### src/wb_pkg.sv
`default_nettype none

package wb_pkg;

  // Bus widths in bits
  localparam int ADDR_WIDTH = 32;
  localparam int DATA_WIDTH = 32;

  // One byte select per data byte
  localparam int SEL_WIDTH = DATA_WIDTH / 8;

  // Port counts on each side of the shared bus
  localparam int MASTERS = 2;
  localparam int SLAVES  = 2;

  // Memory map
  // Width gives how many upper address bits define a slave's range
  // Match gives the value those bits must carry, right aligned
  // Slave 0 covers 0x00000000 to 0x7fffffff
  // Slave 1 covers 0xe0000000 to 0xe0ffffff
  // Everything else is unmapped and answered with err
  localparam int SLV_RANGE_WIDTH [SLAVES] = '{1, 8};
  localparam logic [ADDR_WIDTH-1:0] SLV_RANGE_MATCH [SLAVES] = '{
    32'h0000_0000,
    32'h0000_00e0
  };

  // Wishbone B3 request, master to slave
  typedef struct packed {
    logic [ADDR_WIDTH-1:0] adr;
    logic [DATA_WIDTH-1:0] dat;
    logic [SEL_WIDTH-1:0]  sel;
    logic                  we;
    logic                  cyc;
    logic                  stb;
    // Cycle type and burst type, routed only
    logic [2:0]            cti;
    logic [1:0]            bte;
  } wb_req_t;

  // Wishbone B3 response, slave to master
  typedef struct packed {
    logic [DATA_WIDTH-1:0] dat;
    logic                  ack;
    logic                  err;
    // Carried through, no slave raises it
    logic                  rty;
  } wb_rsp_t;

endpackage

`default_nettype wire

### src/wb_arbiter.sv
`timescale 1ns/1ns
`default_nettype none

module wb_arbiter import wb_pkg::*; (
  input  wire                   clk_i,
  input  wire                   rst_n_i,
  input  wb_req_t [MASTERS-1:0] m_req_i,
  output wb_rsp_t [MASTERS-1:0] m_rsp_o,
  output wb_req_t               bus_req_o,
  input  wb_rsp_t               bus_rsp_i,
  input  wire                   bus_hold_i,
  output logic                  bus_hold_ack_o
);

  logic [MASTERS-1:0] cyc_vec;
  // Registered one-hot grant, zero when the bus is idle
  logic [MASTERS-1:0] grant_q;
  logic [MASTERS-1:0] grant_d;
  // One-hot record of the previous owner, scan starts after it
  logic [MASTERS-1:0] last_q;
  logic               owner_cyc;
  logic               hold_ack_q;

  // Gather cyc of every master
  always_comb begin
    for (int m = 0; m < MASTERS; m++) begin
      cyc_vec[m] = m_req_i[m].cyc;
    end
  end

  // Owner keeps the bus as long as its cyc stays high
  assign owner_cyc = |(grant_q & cyc_vec);

  // Next grant
  always_comb begin : rr_pick
    int   base;
    int   idx;
    logic found;
    base    = 0;
    idx     = 0;
    found   = 1'b0;
    grant_d = grant_q;
    for (int m = 0; m < MASTERS; m++) begin
      if (last_q[m]) base = m;
    end
    if (grant_q != '0) begin
      // Release one cycle after the owner drops cyc
      if (!owner_cyc) grant_d = '0;
    end else if (!bus_hold_i) begin
      // Idle bus, walk the masters round robin
      for (int i = 1; i <= MASTERS; i++) begin
        idx = (base + i) % MASTERS;
        if (!found && cyc_vec[idx]) begin
          grant_d      = '0;
          grant_d[idx] = 1'b1;
          found        = 1'b1;
        end
      end
    end
  end

  always_ff @(posedge clk_i) begin
    if (!rst_n_i) begin
      grant_q    <= '0;
      // Highest master counts as last owner, so master 0 goes first
      last_q     <= {1'b1, {(MASTERS-1){1'b0}}};
      hold_ack_q <= 1'b0;
    end else begin
      grant_q <= grant_d;
      if (grant_q == '0 && grant_d != '0) last_q <= grant_d;
      // Hold is acknowledged only with no grant outstanding
      hold_ack_q <= bus_hold_i && (grant_q == '0);
    end
  end

  assign bus_hold_ack_o = hold_ack_q;

  // Owner's request onto the shared bus, zeros when idle
  always_comb begin
    bus_req_o = '0;
    for (int m = 0; m < MASTERS; m++) begin
      if (grant_q[m]) bus_req_o = m_req_i[m];
    end
  end

  // Response goes back to the owner only
  always_comb begin
    for (int m = 0; m < MASTERS; m++) begin
      m_rsp_o[m] = grant_q[m] ? bus_rsp_i : '0;
    end
  end

  // Never two owners at once
  a_grant_onehot: assert property (@(posedge clk_i) disable iff (!rst_n_i)
    $onehot0(grant_q));

endmodule

`default_nettype wire

### src/wb_decode.sv
`timescale 1ns/1ns
`default_nettype none

module wb_decode import wb_pkg::*; (
  input  wb_req_t              bus_req_i,
  output wb_rsp_t              bus_rsp_o,
  output wb_req_t [SLAVES-1:0] s_req_o,
  input  wb_rsp_t [SLAVES-1:0] s_rsp_i
);

  // One bit per slave whose range matches the address
  logic [SLAVES-1:0] slv_sel;

  // Compare the upper address bits against each range
  always_comb begin
    for (int s = 0; s < SLAVES; s++) begin
      slv_sel[s] = (bus_req_i.adr >> (ADDR_WIDTH - SLV_RANGE_WIDTH[s]))
                   == SLV_RANGE_MATCH[s];
    end
  end

  // Every slave sees the payload
  // cyc and stb reach the matching slave only
  always_comb begin
    for (int s = 0; s < SLAVES; s++) begin
      s_req_o[s]     = bus_req_i;
      s_req_o[s].cyc = bus_req_i.cyc & slv_sel[s];
      s_req_o[s].stb = bus_req_i.stb & slv_sel[s];
    end
  end

  // Return the selected slave's response
  always_comb begin
    bus_rsp_o = '0;
    for (int s = 0; s < SLAVES; s++) begin
      if (slv_sel[s]) bus_rsp_o = s_rsp_i[s];
    end
    // Unmapped address, error in the same cycle
    if (slv_sel == '0 && bus_req_i.cyc && bus_req_i.stb) begin
      bus_rsp_o.err = 1'b1;
    end
  end

  // Ranges in the map must not overlap
  always_comb begin
    a_sel_onehot: assert final ($onehot0(slv_sel));
  end

endmodule

`default_nettype wire

### src/wb_bus_b3.sv
`timescale 1ns/1ns
`default_nettype none

module wb_bus_b3 import wb_pkg::*; (
  input  wire                   clk_i,
  input  wire                   rst_n_i,
  input  wb_req_t [MASTERS-1:0] m_req_i,
  output wb_rsp_t [MASTERS-1:0] m_rsp_o,
  output wb_req_t [SLAVES-1:0]  s_req_o,
  input  wb_rsp_t [SLAVES-1:0]  s_rsp_i,
  output logic [ADDR_WIDTH-1:0] snoop_adr_o,
  output logic                  snoop_en_o,
  input  wire                   bus_hold_i,
  output logic                  bus_hold_ack_o
);

  // Shared bus between arbiter and decoder
  wb_req_t bus_req;
  wb_rsp_t bus_rsp;

  wb_arbiter u_arbiter (
    .clk_i          (clk_i),
    .rst_n_i        (rst_n_i),
    .m_req_i        (m_req_i),
    .m_rsp_o        (m_rsp_o),
    .bus_req_o      (bus_req),
    .bus_rsp_i      (bus_rsp),
    .bus_hold_i     (bus_hold_i),
    .bus_hold_ack_o (bus_hold_ack_o)
  );

  wb_decode u_decode (
    .bus_req_i (bus_req),
    .bus_rsp_o (bus_rsp),
    .s_req_o   (s_req_o),
    .s_rsp_i   (s_rsp_i)
  );

  // Snoop a write on the cycle it completes
  assign snoop_adr_o = bus_req.adr;
  assign snoop_en_o  = bus_rsp.ack & bus_req.stb & bus_req.we;

  // Slave ack and decoder err must never collide
  a_ack_err_excl: assert property (@(posedge clk_i) disable iff (!rst_n_i)
    !(bus_rsp.ack && bus_rsp.err));

endmodule

`default_nettype wire

### config.mk
export PLATFORM = sky130hd
export DESIGN_NAME = wb_bus_b3
export DESIGN_NICKNAME = d
export VERILOG_FILES = /design/src/wb_pkg.sv /design/src/wb_arbiter.sv /design/src/wb_decode.sv /design/src/wb_bus_b3.sv
export SDC_FILE = /design/constraint.sdc
export NUM_CORES = 1
export LEC_CHECK = 0
export ABC_CLOCK_PERIOD_IN_PS = 1800
export BUFFER_PORTS_ARGS = -buffer_cell sky130_fd_sc_hd__buf_2
export CAP_MARGIN = 15
export CORE_AREA = 2 2 185 187
export CTS_BUF_LIST = sky130_fd_sc_hd__clkbuf_4
export CTS_CLUSTER_SIZE = 20
export DETAILED_ROUTE_END_ITERATION = 6
export DIE_AREA = 0 0 187 189
export GPL_TIMING_DRIVEN = 1
export HOLD_SLACK_MARGIN = 0.15
export PLACE_DENSITY = 0.33
export SLEW_MARGIN = 20
export SYNTH_ARGS = -nofsm -noshare
export SYNTH_HDL_FRONTEND = slang
export SYNTH_SLANG_ARGS = --single-unit
### constraint.sdc
create_clock -name clk_i -period 1.8 [get_ports clk_i]
set_input_delay 0.36 -clock clk_i [delete_from_list [all_inputs] [get_ports clk_i]]
set_output_delay 0.36 -clock clk_i [all_outputs]
set_load 0.02 [all_outputs]
# Word-level counts from Yosys, hierarchy flattened
# Index checks and enable logic that the tools add are counted.
[op_classes]
n_addsub = 2
mul = 0
eq_ne = 1
n_mux = 26
order_cmp = 4
shift = 0
reduce_logical = 14
bitwise = 9
div_mod_pow = 0
[op_table]
columns = ["cell", "n"]
rows = [
  ["76-bit 2-to-1 mux", 2],
  ["35-bit 2-to-1 mux", 4],
  ["32-bit by 3-bit adder with 32-bit output, second input constant", 1],
  ["32-bit zero test", 1],
  ["1-bit 2-to-1 mux", 13],
  ["2-bit 2-to-1 mux", 5],
  ["8-bit equality test, second input constant", 1],
  ["1-bit bitwise AND", 7],
  ["1-bit logical AND", 7],
  ["2-bit by 3-bit less-than comparator with 1-bit output, second input constant", 2],
  ["2-bit by 1-bit >= comparator with 1-bit output, second input constant", 2],
  ["2-bit zero test", 2],
  ["2-bit nonzero test", 2],
  ["2-bit bitwise AND", 1],
  ["1-bit demux with 1-bit select", 2],
  ["2-bit OR reduction", 1],
  ["1-bit adder, second input constant", 1],
  ["1-bit bitwise AND, first input constant", 1],
  ["1-bit zero test", 1],
]
[totals]
input_bits = 225
latch_bits = 0
romBits = 0
ram_bits = 0
output_inout_bits = 256
wordCells = 59
mem_count = 0
regBits = 5

# Longest topological paths before layout
[logic_depth]
word_depth = 16
ltp_mapped = 6

# By module
# Synthesis repeated with hierarchy kept, for this count alone.
[unflattened]
cells_unflattened = 397
area_unflattened_um2 = 3001.6
[by_module_without_submodules]
columns = ["mod", "area_each_um2", "instances", "cells_each"]
rows = [
  ["wb_decode", 1550.2, 1, 200],
  ["wb_arbiter", 1445.1, 1, 196],
  ["wb_bus_b3", 6.3, 1, 1],
]

# Least setup slack after synthesis
# Ideal clock, no wire load.
[synth_timing]
path_kind = "register to output"
from = "register u_arbiter.grant_q[1]"
to = "output s_req_o[148] in the netlist's numbering"
path_stages_with_launch = 6
path_slack_ns = -0.285
arrival_time_ns = 1.725
t_required_ns = 1.440
n_path_buf = 4
path_cell_list = "dfxtp_1 buf_4 buf_2 buf_1 o21ai_0 buf_4"
[synth_rtl]
columns = ["element", "line", "text"]
rows = [
  ["start, declared", "wb_arbiter.sv:17", "logic [MASTERS-1:0] grant_q;"],
  ["start signal, assigned", "wb_arbiter.sv:69", "grant_q <= grant_d;"],
  ["end, declared", "wb_bus_b3.sv:9", "output wb_req_t [SLAVES-1:0] s_req_o,"],
]

==> results.cfg <==
[clock_tree]
clock_latency_ns = 0.24
ctsLongestPathBuffers = 2
cts.clk_slew.worst_paths_ns = 0.05
hold_buffers = 0
cts-root-buf = clkbuf_4
htreeDepth = 1
cts_tree = yes
clkSinkCount = 4
cts_made_buffers = 3

[critical_path]
cpPeakStageDelay_ns = 0.37
path_cells = buf_2 > nor4_2 > mux2i_4 > buf_6 > nor3_4 > buf_4 > buf_12 > a22o_1 > buf_4
arrival_ns = 1.88
cp_slowest_cell = nor4_2
crit_type = in -> out
crit_fanout = 17
end_kind = output pin
critPathTopFamily = buffers and inverters
startpoint_type = input pin
critPathMostFrequentCell = buf_4
cp.required_ns = 1.44
path_buf_inv = 5

[synth]
synth_top_area_share_pct = 35.72
synth-seq-cells = 4
synth_flop_cell = dfxtp_1
synthAdderAreaFrac_pct = 0
post_synth.cell_area_avg_sq_um = 7.815
syn-num-nets = 567
yosysMostFrequentCell = a22o_1
muxShareOfSynthArea_pct = 1.124
ys_seq_area_share_pct = 2.996
ys_warn_count = 0
synth_edf_count = 0
synthTopCellsByArea = a22o_1 (36%), buf_4 (30%), a22o_2 (11%)
synth_xor_area_share_pct = 0
synth_compound_area_share_pct = 51.08
synthSimpleGateAreaFrac_pct = 8.427
synthArstFlopShare_pct = 0
yosys.cell_types.count = 37
syn_area_sq_mm = 0.002673
synth_top_family_by_area = compound AO/OA/AOI/OAI gates
syn_inst = 342
yosys.area.top_type = a22o_1
yosys-top-cells-count = a22o_1 (109), buf_4 (107), a22o_2 (30), clkbuf_1 (15)

[global_route]
grt_pass1_vias = 4839
grt_pass1_wl_mm = 31.57
grt_max_degree = 35
grt_usage_pct = 12.01
grt.overflow.total = 0
antenna_found_initial = 2

[final_layout]
nNetsFinal = 987
drive_gt1_share_pct = 90.28
fin_util_pct = 24.22
area_growth_pct = 201.6
layout.cells.non_filler = 1210

[job]
maxCapViolCount = 0

[timing]
fmax_ghz = 0.4455
final_hold_viol_count = 0
post-route-min-period_ns = 2.245
final-setup-viol-count = 249
min_period_over_period_pct = 124.7
worstMarginPinSlew_ns = 0.3790
max_slew_margin_pct = 74.51
setup_tns_ns = -69.07
fin_skew_ns = 0.0004798
finalMaxSlewViolations = 0
rsz0062_at_grt = yes
fin_ws_ns = -0.4446

[run_status]
status = finished, violations left
violations = setup timing

[drt]
vias = 4554
drtIter0Drc = 72
avgRoutedWirePerCell_microns = 19.40
drc_errors = 0
wirelength_mm = 23.47
dr.pass1.iters = 4
routed_via_density = 3.764
antenna_left = 0

[power_and_ir_drop]
irDropWorstVdd_mv = 0.1372
cellPowerDensity_mw_per_mm2 = 303.7
power_mw = 2.448
p_leak_nw = 4.121

[placed_design]
place_inst = 1166
pre_cts_ws_ns = -0.4794
gp_congestion = 0.8353
hpwl_mm = 17.12
io_buffers = 480

[die]
die-width_microns = 187
ios = 481
rows = 67
start_util_pct = 8.030
die_area_sq_mm = 0.03534
dieHeight_microns = 189
fp.coreArea_sq_mm = 0.03328

[worst_hold_path]
min_path_type = in -> reg
## report_power, final
group	total, mW	internal, mW	switching [mW]	leakage [nW]
logic	2.19	1.14	1.06	4.07
registers	0.100	0.0933	0.00701	0.0344
clock network	0.154	0.0994	0.0545	0.0184
total	2.45	1.33	1.12	4.12
## worst paths after layout
path / slack (ns) / end / from / depth (start not counted)
max: -0.44 / m_rsp_o[0] / m_req_i[70] / 9
min: 0.37 / u_arbiter.last_q[1]$_SDFFE_PN1P_ / rst_n_i / 2
max reg2reg: 0.07 / u_arbiter.grant_q[1]$_SDFF_PN0_ / u_arbiter.grant_q[1]$_SDFF_PN0_ / 8
min reg2reg: 0.60 / u_arbiter.last_q[1]$_SDFFE_PN1P_ / u_arbiter.last_q[1]$_SDFFE_PN1P_ / 3
## area by class of cell
cell class	instances	area, sq um
inverter	4	18.77
multi-input combinational	197	2499
antenna	1	2.502
tap	448	560.5
timing repair buffer	552	4863
sequential	4	87.58
clock buffer	4	30.03
fill	3599	25220
## worst reg2reg max path: stages, from the launching register on
cell and delay (ns):
dfxtp_4 0.39, buf_4 0.12, buf_6 0.09, buf_12 0.12
buf_16 0.16, buf_16 0.15, buf_4 0.13, nand3_1 0.07
a21boi_0 0.35
## cell usage in the layout, fill, tap and decap left out, types with 3 or more instances in the layout
cell and instances:
a22o_1 37, a22o_2 22, a22o_4 80, a22oi_2 3, buf_12 20, buf_16 10
buf_2 257, buf_4 41, buf_6 213, buf_8 8, clkbuf_16 3, clkbuf_4 4
mux2i_4 3, nand2_1 10, nand3_1 3, nor2_4 6, nor3_4 3
## per-stage QoR
step / instance area, sq um / hold slack, ns
global route: 8061 / 0.3752
CTS: 7764 / 0.3508
detailed placement: 5190 / 0.5785
floorplan: 2845 / 0.4318
finish: 8061 / 0.3686
global placement: 5190 / 0.5650
## sequential cells by signal (all words and copies together) (netlist names)
name                      flops
u_arbiter.last_q              1
u_arbiter.grant_q             2
u_arbiter.bus_hold_ack_o      1
## logic make-up after synthesis
family                 after synthesis
AO/OA/AOI/OAI                      154
multiplexers                         3
buffers and inverters              142
flip-flops                           4
AND/OR/NAND/NOR                     39
## metal layers
layer  global-route usage (%)  wire, microns  up-vias
met2                    25.32          13530      283
met1                    12.65           8330     2179
met3                    1.501           1356       13
met5                        0             13        -
met4                    1.770            234        2
li1                         -              -     2077
## what timing repair did
item,in CTS,in global routing
pin swaps,17,19
setup endpoints to repair,252,257
gates resized for setup,516,80
setup buffers,23,12
gates cloned,14,3
No activity file was read; power rests on OpenSTA's default activity.
